### config.mk
export PLATFORM = sky130hd
export DESIGN_NAME = hilo_regs_flat
export DESIGN_NICKNAME = d
export VERILOG_FILES = /design/src/hdl/exe_types_pkg.sv /design/src/hdl/exe_result_if.sv /design/src/hdl/hilo_regs.sv /design/src/flat_wrapper.sv
export SDC_FILE = /design/constraint.sdc
export NUM_CORES = 1
export LEC_CHECK = 0
export ABC_CLOCK_PERIOD_IN_PS = 1050
export BUFFER_PORTS_ARGS = -buffer_cell sky130_fd_sc_hd__buf_2
export CORE_MARGIN = 2
export CORE_UTILIZATION = 35
export CTS_CLUSTER_DIAMETER = 200
export DETAILED_ROUTE_END_ITERATION = 16
export PLACE_DENSITY = 0.76
export SLEW_MARGIN = 10
export SYNTH_ARGS = -nofsm -noshare
export SYNTH_HDL_FRONTEND = slang
export SYNTH_SLANG_ARGS = --single-unit
export TNS_END_PERCENT = 30
### constraint.sdc
create_clock -name div_done -period 1.05 [get_ports div_done]
set_clock_uncertainty 0.05 [all_clocks]
set_input_delay 0.0525 -clock div_done [delete_from_list [all_inputs] [get_ports div_done]]
set_output_delay 0.0525 -clock div_done [all_outputs]
set_load 0.05 [all_outputs]
### src/hdl/exe_types_pkg.sv
`default_nettype none

package exe_types_pkg;

    typedef logic [31:0] word_t;
    typedef logic [63:0] dword_t;
    typedef logic [4:0]  gpr_addr_t;

    // $ra, written by the link instructions
    localparam gpr_addr_t LINK_REG = 5'd31;

    // $zero, writes here are discarded
    localparam gpr_addr_t ZERO_REG = 5'd0;

endpackage

`default_nettype wire

### src/hdl/exe_result_if.sv
`timescale 1ns/1ps
`default_nettype none

interface exe_result_if
    import exe_types_pkg::*;
#(
    parameter int XLEN = 32
) ();

    logic            valid;
    logic            gpr_we;
    gpr_addr_t       gpr_addr;
    logic [XLEN-1:0] gpr_data;
    logic            overflow;
    logic            hi_we;
    logic            lo_we;
    logic [XLEN-1:0] hi_data;
    logic [XLEN-1:0] lo_data;

    modport src (
        output valid, gpr_we, gpr_addr, gpr_data, overflow,
        output hi_we, lo_we, hi_data, lo_data
    );

    modport dst (
        input valid, gpr_we, gpr_addr, gpr_data, overflow,
        input hi_we, lo_we, hi_data, lo_data
    );

endinterface

`default_nettype wire

### src/hdl/hilo_regs.sv
`timescale 1ns/1ps
`default_nettype none

module hilo_regs
    import exe_types_pkg::*;
#(
    parameter int XLEN = 32
) (
    input  logic      div_done,
    input  logic      reset_i,
    exe_result_if.dst wr_i,
    output word_t     hi_o,
    output word_t     lo_o,
    output word_t     hi_fwd_o,
    output word_t     lo_fwd_o
);

    logic [XLEN-1:0] hi_q;
    logic [XLEN-1:0] lo_q;
    logic            hi_wr;
    logic            lo_wr;

    assign hi_wr = wr_i.valid && wr_i.hi_we;
    assign lo_wr = wr_i.valid && wr_i.lo_we;

    always_ff @(posedge div_done) begin
        if (reset_i) begin
            hi_q <= '0;
            lo_q <= '0;
        end else begin
            if (hi_wr) begin
                hi_q <= wr_i.hi_data;
            end
            if (lo_wr) begin
                lo_q <= wr_i.lo_data;
            end
        end
    end

    assign hi_o = hi_q;
    assign lo_o = lo_q;

    // pending write in the buffer wins over the stored value
    assign hi_fwd_o = hi_wr ? wr_i.hi_data : hi_q;
    assign lo_fwd_o = lo_wr ? wr_i.lo_data : lo_q;

endmodule

`default_nettype wire

### src/flat_wrapper.sv
// flat-port wrapper written by rule: the top's interface ports become plain ports
module hilo_regs_flat import exe_types_pkg::*;
#(
    parameter int XLEN = 32
)
  (div_done, reset_i, hi_o, lo_o, hi_fwd_o, lo_fwd_o, wr_i_valid, wr_i_gpr_we, wr_i_gpr_addr, wr_i_gpr_data, wr_i_overflow, wr_i_hi_we, wr_i_lo_we, wr_i_hi_data, wr_i_lo_data);
  exe_result_if #(.XLEN(XLEN)) wr_i_i ();
  input  logic div_done;
  input  logic reset_i;
  output word_t hi_o;
  output word_t lo_o;
  output word_t hi_fwd_o;
  output word_t lo_fwd_o;
  input wire logic [$bits(wr_i_i.valid)-1:0] wr_i_valid;
  input wire logic [$bits(wr_i_i.gpr_we)-1:0] wr_i_gpr_we;
  input wire logic [$bits(wr_i_i.gpr_addr)-1:0] wr_i_gpr_addr;
  input wire logic [$bits(wr_i_i.gpr_data)-1:0] wr_i_gpr_data;
  input wire logic [$bits(wr_i_i.overflow)-1:0] wr_i_overflow;
  input wire logic [$bits(wr_i_i.hi_we)-1:0] wr_i_hi_we;
  input wire logic [$bits(wr_i_i.lo_we)-1:0] wr_i_lo_we;
  input wire logic [$bits(wr_i_i.hi_data)-1:0] wr_i_hi_data;
  input wire logic [$bits(wr_i_i.lo_data)-1:0] wr_i_lo_data;
  assign wr_i_i.valid = wr_i_valid;
  assign wr_i_i.gpr_we = wr_i_gpr_we;
  assign wr_i_i.gpr_addr = wr_i_gpr_addr;
  assign wr_i_i.gpr_data = wr_i_gpr_data;
  assign wr_i_i.overflow = wr_i_overflow;
  assign wr_i_i.hi_we = wr_i_hi_we;
  assign wr_i_i.lo_we = wr_i_lo_we;
  assign wr_i_i.hi_data = wr_i_hi_data;
  assign wr_i_i.lo_data = wr_i_lo_data;
  hilo_regs #(.XLEN(XLEN)) u_core (.div_done(div_done), .reset_i(reset_i), .wr_i(wr_i_i), .hi_o(hi_o), .lo_o(lo_o), .hi_fwd_o(hi_fwd_o), .lo_fwd_o(lo_fwd_o));
endmodule
==> results of run 1 <==
-- area by class of cell --
cell class	instances	area [um2]	share of cell area
clock buffers	11	151	0.0232
clock inverters	3	42.5	0.00652
multi-input cells	256	2350	0.360
flip-flops and latches	64	1360	0.209
well taps	108	135	0.0207
repair buffers	282	2480	0.381
-- timing repair --
| item | 4_1_cts | 5_1_grt |
|---|---|---|
| buffers inserted | 22 | 11 |
| hold endpoints to repair | 26 | 8 |
| endpoints found under the setup margin | 64 | 108 |
| resized for setup | 252 | 47 |
| cloned | 0 | 0 |
| pin swaps | 56 | 3 |
-- per-layer routing --
layer	routed length [um]	part of all wire	vias up	track usage
li1	-	-	1754	-
met1	4480	0.35	1832	0.241
met2	6910	0.54	182	0.440
met3	1040	0.081	37	0.0745
met4	435	0.034	0	0.0854
met5	0	0	-	0
-- power groups by stage --
stage / registers (mW) / clock network (mW) / logic (mW)
global placement: 2.66 / 0 / 2.25
detailed placement: 2.66 / 0 / 2.29
CTS: 2.61 / 2.20 / 2.87
floorplan: 3.05 / 0 / 1.30
finish: 2.63 / 2.13 / 3.02
global route: 2.64 / 2.28 / 3.12
-- how the worst max path moves through the flow --
| stage | start | to | slack, ps |
|---|---|---|---|
| after floorplan | u_core.hi_o[10] | hi_fwd_o[10] | -110 |
| after global placement | wr_i_valid | lo_fwd_o[26] | -20 |
| after detailed placement | wr_i_valid | lo_fwd_o[23] | -40 |
| after CTS | u_core.lo_o[23] | lo_fwd_o[23] | -180 |
| after global routing | u_core.hi_o[9] | hi_fwd_o[9] | -230 |
| final | u_core.hi_o[9] | hi_fwd_o[9] | -210 |
-- cells in the mapped netlist (all sizes together) --
| cell | instances |
|---|---|
| a21oi | 64 |
| dfxtp | 64 |
| a21bo | 64 |
| clkbuf | 1 |
| nand2 | 64 |
| nand3 | 64 |
| buf | 34 |
-- through the flow --
stage               cell area, um2  hold slack, ps  worst slack (ps)  total power [mW]  setup TNS (ps)
floorplan                     3530             165              -110              4.35           -1240
global placement              4920             274             -24.0              4.91            -346
detailed placement            4920             288             -35.9              4.95            -618
CTS                           6290           -67.3              -184              7.68          -10370
global route                  6530           -46.0              -232              8.04          -13020
finish                        6530           -47.9              -207              7.78          -10070
-- registers in the layout (all words and copies together), names as in the netlist --
signal	cells
u_core.lo_o	32
u_core.hi_o	32
-- cell families (layout without fill, tap and decap cells) --
| logic type | Yosys count | after routing | share of synthesized area |
|---|---|---|---|
| buffers and inverters | 35 | 296 | 0.0630 |
| and+or+nand+nor | 128 | 128 | 0.179 |
| DFF | 64 | 64 | 0.409 |
| AOI/OAI and AO/OA | 128 | 128 | 0.350 |
-- worst max-delay path, stage by stage (launching register included) --
cell     delay (ps)
dfxtp_2         350
a21bo_1         250
nand2_2          70
buf_6           150
==> results.md, run 1 <==
- Status: complete, but fails checks
- Failing checks: hold timing, setup timing
- Placeable Area: 8720 um2
- Worst Hold Margin: -47.9 ps
- Commonest non-fill, non-tap cell in the layout: buf_2
- Leading cell types in the layout, fill and taps excluded: 97 x buf_2, 75 x buf_4, 64 x nand3_1, 64 x dfxtp_2, 56 x buf_8
- R2R Setup Slk: 20 ps
- DRC viols: 0
- CTS H-Tree Depth: 3
- HP Start: wr_i_hi_data[2]
- GRT Total Usage: 0.234
- Period utilization: 1.20
- Final WL: 12,900 um
- Post-synthesis sequential area ratio: 0.409
- Slew Limit Fails: 0
- Maximum vdd drop: 0.732 mV
- Cells on Worst Hold Path: 3
- Fillers: 559
- #FFs+latches synth: 64
- Start of the worst register-to-register path: u_core.lo_o[20]
- Arrival time worst endpoint: 1150 ps
- CTS tree: yes
- DRT iter0 DRCs: 101
- Comb power frac: 0.388
- Final Util: 0.748
- Layout Cells excl Fill: 724
- Worst Setup End Kind: output pin
- Final hold vios: 7
- CTS Sinks: 64
- Nets: 721
- Reg2Reg Depth: 4
- Synth warnings: 0
- Drt pass-1 iters: 5
- Die Area: 9730 um2
- Pwr/cell area: 1190 nW/um2
- Synth cell types: 11
- R2r endpoint: u_core.lo_o[20]
- Biggest area consumer among synthesized cells: dfxtp_1
- Max-capacitance violation count: 0
- Routed vias/inst: 5.26
- Rows: 34
- Syn Area/Cell: 8.83 um2
- Global-route wire length before repair: 18,600 um
- Die width: 98.7 um
- # diodes: 0
- Placed instance count: 674
- Initial antenna violation count: 0
- Detail Route Antenna Nets: 0
- Setup ws final: -207 ps
- Layout cell share with drive strength beyond 1: 0.817
- Post-CTS Hold Fix Bufs: 3
- Pleak: 3.07 nW
- Clock Latency Late Sink: 330 ps
- Total gr overflow: 0
- P_int: 4.95 mW
- # setup viols final: 67
- CTS max path bufs: 2
- Net Sw Frac: 0.363
- TritonCTS Buffers: 9
- Top cells by area, synth: dfxtp_1 41%, a21bo_2 17%, nand3_1 10%, a21oi_2 10%, nand2_1 7.7%
- Die Y: 98.7 um
- Layout area overhead: 108%
- Largest net degree at the start of global routing: 52
- Worst hold endpoint: u_core.hi_o[2]
- Slew Limit Headroom: 0.784
- Mapped Area: 3140 um2
- Reg clk slew, reported paths: 70 ps
- Vias in the first global route: 3,902
- Critical path class: reg -> out
- Routability cong.: 0.777
- Cells after synthesis: 355
- Min Tclk post-route: 1260 ps
- Hold crit path type: in -> reg
- Crit-path max FO: 2
- I/O pin count: 236
- Vias after detailed routing: 3,805
- PortBufs: 196
- Worst-Margin Slew: 325 ps
- WP data required: 950 ps
- Psw: 2.83 mW
- Clock share of power: 0.275
- Unrepaired setup endpoints after global routing: yes
- Highest clock rate: 795 MHz
- Sequential Power Share: 0.338
- CP startpoint kind: flop
- Initial Util: 0.360
- Area share of the largest cell type after synthesis: 0.409
- Syn nets: 463
- Root buffer cell: clkbuf_8
- Avg WL per Cell: 17.8 um
- Post-DP HPWL: 6960 um
Power figures use the tool's default switching activity.
==> run 2, diff against run 1 <==
--- a/config.mk
+++ b/config.mk
@@ -13,5 +13,4 @@
 export DETAILED_ROUTE_END_ITERATION = 16
 export PLACE_DENSITY = 0.76
-export SLEW_MARGIN = 10
 export SYNTH_ARGS = -nofsm -noshare
 export SYNTH_HDL_FRONTEND = slang
==> constraint.sdc (replaced) <==
create_clock -name div_done -period 1.05 [get_ports div_done]
set_clock_uncertainty 0.05 [all_clocks]
set_input_delay 0.1575 -clock div_done [delete_from_list [all_inputs] [get_ports div_done]]
set_output_delay 0.1575 -clock div_done [all_outputs]
set_load 0.05 [all_outputs]
==> run 2 against run 1 <==
The run ends with setup timing left. Die area unchanged. Count of clock-buffer cells in the layout unchanged. Design area increased by 19%. Global-route usage increased by 6.9 points. Register-to-register slack got worse by 60 ps. Fmax decreased by 8.3%. Clock power decreased by 8%. Non-clock buffer count increased by 79. Critical endpoint is now hi_fwd_o[17]. Largest cell class unchanged.
==> results.md, run 2 (same netlist as run 1, synthesis figures left out) <==
- Psw: 3.11 mW
- Start of the worst register-to-register path: u_core.hi_o[12]
- Commonest non-fill, non-tap cell in the layout: buf_4
- Detail Route Antenna Nets: 0
- Worst hold endpoint: u_core.hi_o[11]
- P_int: 4.93 mW
- # diodes: 0
- Avg WL per Cell: 21.5 um
- Vias in the first global route: 4,387
- Min Tclk post-route: 1370 ps
- I/O pin count: 236
- Comb power frac: 0.435
- Failing checks: setup timing
- Maximum vdd drop: 0.696 mV
- Pwr/cell area: 1040 nW/um2
- Setup ws final: -320 ps
- Critical path class: reg -> out
- Register area: 1450 um2
- Die width: 98.7 um
- Cells on Worst Hold Path: 3
- Global-route wire length before repair: 23,600 um
- Dpl cell area: 5640 um2
- Pleak: 3.59 nW
- Layout cell share with drive strength beyond 1: 0.871
- Highest clock rate: 730 MHz
- Initial Util: 0.360
- R2r endpoint: u_core.hi_o[12]
- Placed instance count: 734
- Pre-CTS setup slack: -242 ps
- Routed vias/inst: 5.37
- Design area: 7750 um2
- Layout area overhead: 147%
- WP data required: 840 ps
- Slew Limit Headroom: 0.845
- Clock share of power: 0.243
- Leading cell types in the layout, fill and taps excluded: 143 x buf_4, 78 x buf_6, 67 x buf_2
- Placeable Area: 8720 um2
- CTS H-Tree Depth: 3
- Max-capacitance violation count: 0
- Rows: 34
- Fillers: 345
- Multi-input logic area: 2550 um2
- Initial antenna violation count: 0
- Sequential Power Share: 0.321
- Net Sw Frac: 0.387
- Crit-path max FO: 2
- Post-CTS Hold Fix Bufs: 0
- Total gr overflow: 0
- Reg2Reg Depth: 4
- Unrepaired setup endpoints after global routing: yes
- TritonCTS Buffers: 9
- Slew Limit Fails: 0
- Root buffer cell: clkbuf_8
- Layout Cells excl Fill: 805
- Worst Setup End Kind: output pin
- GRT Total Usage: 0.303
- Reg clk slew, reported paths: 80 ps
- Final hold vios: 0
- Status: complete, but fails checks
- Drt pass-1 iters: 7
- PortBufs: 196
- Nets: 800
- HP Start: wr_i_hi_data[11]
- Worst-Margin Slew: 233 ps
- Hold crit path type: in -> reg
- Die Area: 9730 um2
- Die Y: 98.7 um
- CTS Sinks: 64
- Post-DP HPWL: 7820 um
- Largest net degree at the start of global routing: 42
- Final WL: 17,300 um
- CP startpoint kind: flop
- CTS tree: yes
- R2R Setup Slk: -40 ps
- Clock Latency Late Sink: 330 ps
- Period utilization: 1.31
- Routability cong.: 0.852
- # setup viols final: 118
- Arrival time worst endpoint: 1160 ps
- DRT iter0 DRCs: 135
- Vias after detailed routing: 4,324
- CTS max path bufs: 2
- DRC viols: 0
## run 2: cell count changes in the layout (fill, tap and decap cells not counted), sizes merged
cell and delta:
clkinv +1, inv +3, bufinv -1, dlygate4sd3 -3, clkbuf -19, buf +101
clkinvlp -1
## run 2: final cells by class
class | count | area share
multi-input combinational | 256 | 0.329
sequential | 64 | 0.188
clock buffer | 11 | 0.0182
tap | 108 | 0.0174
clock inverter | 5 | 0.00371
timing repair buffer | 361 | 0.444
## run 2: routing by layer
metal | wire [um] | up-vias | track usage
met2 | 9380 | 243 | 0.572
li1 | - | 1914 | -
met5 | 0 | - | 0
met3 | 1130 | 50 | 0.0702
met4 | 552 | 0 | 0.104
met1 | 6240 | 2117 | 0.329
## run 2: per-stage QoR
step                      hold WS, ps  setup TNS [ps]  utilization  power (mW)
after floorplan                   331           -1430            -        4.36
after global placement            444          -15680        0.646        5.05
after detailed placement          454          -17960        0.646        5.10
after CTS                        88.3          -20950        0.839        7.75
after global routing             59.3          -26990        0.889        8.28
final                            72.9          -22730        0.889        8.04
## run 2: critical path: stages, from the launching register on
cell	delay (ps)
dfxtp_4	370
a21bo_4	240
nand2_4	70
buf_8	150
## run 2: power groups by stage
stage	Sequential, mW	Clock [mW]	Combinational, mW
global placement	2.60	0	2.45
CTS	2.58	1.96	3.22
global route	2.59	2.09	3.60
finish	2.58	1.96	3.50
detailed placement	2.60	0	2.49
floorplan	3.00	0	1.36
## run 2: timing repair
action                                  4_1_cts  5_1_grt
hold endpoints to repair                      0        0
pin swaps                                    57        8
setup buffers                                16       39
endpoints found under the setup margin      128      133
resized for setup                           372       35
## run 2: how the worst max path moves through the flow
stage	startpoint	endpoint	slack [ps]	cells after the start
detailed placement	wr_i_valid	hi_fwd_o[11]	-240	5
global placement	wr_i_valid	lo_fwd_o[10]	-230	5
CTS	u_core.lo_o[14]	lo_fwd_o[14]	-300	3
floorplan	u_core.hi_o[22]	hi_fwd_o[22]	-60	2
global route	wr_i_valid	hi_fwd_o[17]	-360	5
finish	u_core.hi_o[17]	hi_fwd_o[17]	-320	3
==> run 3, diff against run 2 <==
PLACE_DENSITY = 0.71   (was 0.76)
==> run 3 against run 2 <==
The run still ends with setup timing left. Fmax down 0.32%. Utilization up 0.11 points. Cell count down 0.50%. Combinational power about the same. Sequential cell count unchanged. Register-to-register slack worse by 60 ps. Clock power up 5%. Largest power group unchanged. Setup slack worse by 4.4 ps. Critical path depth unchanged. Count of clock-buffer cells in the layout up 1.
==> results.md, run 3 (same netlist as run 1, synthesis figures left out) <==
- Cells on Worst Hold Path: 2
- Net Sw Frac: 0.372
- I/O pin count: 236
- Die Area: 9730 um2
- Highest clock rate: 727 MHz
- Reg2Reg Depth: 5
- Placeable Area: 8720 um2
- TritonCTS Buffers: 9
- Root buffer cell: clkbuf_8
- Min Tclk post-route: 1370 ps
- Start of the worst register-to-register path: u_core.hi_o[27]
- Largest net degree at the start of global routing: 45
- Vias in the first global route: 4,310
- Worst Setup End Kind: output pin
- DRC viols: 0
- Pwr/cell area: 1050 nW/um2
- Reg clk slew, reported paths: 80 ps
- Final Util: 0.890
- CP startpoint kind: flop
- Avg WL per Cell: 20.6 um
- Max-capacitance violation count: 0
- Routability cong.: 0.832
- Comb power frac: 0.429
- # diodes: 0
- Status: complete, but fails checks
- Commonest non-fill, non-tap cell in the layout: buf_4
- Total gr overflow: 0
- Worst setup startpoint: u_core.hi_o[4]
- Leading cell types in the layout, fill and taps excluded: 130 x buf_4, 85 x buf_6, 67 x buf_2, 67 x buf_8
- CTS H-Tree Depth: 3
- Post-DP HPWL: 7840 um
- Failing checks: setup timing
- Slowest CP cell: dfxtp_2
- Nets: 796
- # setup viols final: 114
- Clock share of power: 0.253
- Final WL: 16,500 um
- Slew Limit Fails: 0
- Critical path class: reg -> out
- Crit-path max FO: 2
- R2r endpoint: u_core.hi_o[27]
- Initial antenna violation count: 0
- GRT Total Usage: 0.279
- Setup ws final: -325 ps
- Pleak: 3.58 nW
- WP data required: 840 ps
- R2R Setup Slk: -100 ps
- Clock Latency Late Sink: 340 ps
- Maximum vdd drop: 0.838 mV
- Unrepaired setup endpoints after global routing: yes
- Worst hold endpoint: u_core.hi_o[13]
- CTS Sinks: 64
- Slew Limit Headroom: 0.813
- P_int: 5.09 mW
- Routed vias/inst: 5.28
- Layout area overhead: 148%
- Drt pass-1 iters: 5
- Arrival time worst endpoint: 1170 ps
- Die width: 98.7 um
- HP Start: reset_i
- Cell Chain, Critical Path: a21bo_4, nand2_4, buf_8
- Sequential Power Share: 0.318
- Worst-Margin Slew: 281 ps
- Period utilization: 1.31
- Max incr delay on CP: 360 ps
- CTS tree: yes
- DRT iter0 DRCs: 104
- Hold crit path type: in -> reg
- Detail Route Antenna Nets: 0
- Initial Util: 0.360
- Placed instance count: 728
- Vias after detailed routing: 4,233
- Psw: 3.02 mW
- Die Y: 98.7 um
- Layout cell share with drive strength beyond 1: 0.864
- PortBufs: 196
- Layout Cells excl Fill: 801
- CTS max path bufs: 2
- Global-route wire length before repair: 21,900 um
- Final hold vios: 0
- Rows: 34
## run 3: cell types whose count changed in the layout (fill, tap and decap cells not counted), sizes merged
cell and delta:
buf -4, bufinv +1, clkbuf +1, clkinv +1, inv -3
## run 3: power groups by stage
stage          logic, mW  registers [mW]  clock network (mW)
6_report            3.48            2.58                2.06
5_1_grt             3.58            2.59                2.18
4_1_cts             3.22            2.58                2.08
3_5_place_dp        2.49            2.60                   0
3_3_place_gp        2.45            2.60                   0
2_1_floorplan       1.36            3.00                   0
## run 3: critical path: cells and delay by family (launching register included)
| kind | cells | cell delay (ps) |
|---|---|---|
| DFF | 1 | 360 |
| AOI/OAI and AO/OA | 1 | 250 |
| buffers and inverters | 1 | 150 |
| and+or+nand+nor | 1 | 70 |
## run 3: layout make-up
class / instances / area [um2]
Tap cell: 108 / 135
Clock inverter: 4 / 45.0
Fill cell: 355 / 960
Multi-Input combinational cell: 256 / 2550
Clock buffer: 12 / 135
Sequential cell: 64 / 1450
Timing Repair Buffer: 357 / 3440
## run 3: per-stage QoR
step           worst slack, ps  cell area, um2  total power, mW  hold WS, ps  TNS (ps)
2_1_floorplan            -61.9            3790             4.36          331     -1430
6_report                  -325            7760             8.12         88.6    -22350
5_1_grt                   -358            7760             8.35         81.1    -26540
3_5_place_dp              -250            5590             5.09          428    -17240
3_3_place_gp              -228            5590             5.05          424    -14870
4_1_cts                   -296            7310             7.87         68.1    -19370
## run 3: what timing repair did
| action | in CTS | in global routing |
|---|---|---|
| hold buffers | 0 | 0 |
| pin swaps | 60 | 12 |
| setup buffers | 15 | 42 |
| endpoints found under the setup margin | 128 | 133 |
| gates resized for setup | 381 | 34 |
## run 3: how the worst max path moves through the flow
stage,to,slack (ps),cells past startpoint
after global routing,hi_fwd_o[4],-360,3
final,hi_fwd_o[4],-320,3
after global placement,lo_fwd_o[16],-230,5
after detailed placement,hi_fwd_o[4],-250,5
after CTS,lo_fwd_o[17],-300,3
after floorplan,hi_fwd_o[22],-60,2
## run 3: layer usage
metal | vias to the layer above | track usage | part of all wire
li1 | 1902 | - | -
met1 | 2076 | 0.303 | 0.35
met2 | 221 | 0.512 | 0.54
met3 | 34 | 0.0809 | 0.073
met4 | 0 | 0.104 | 0.028
met5 | - | 0 | 0
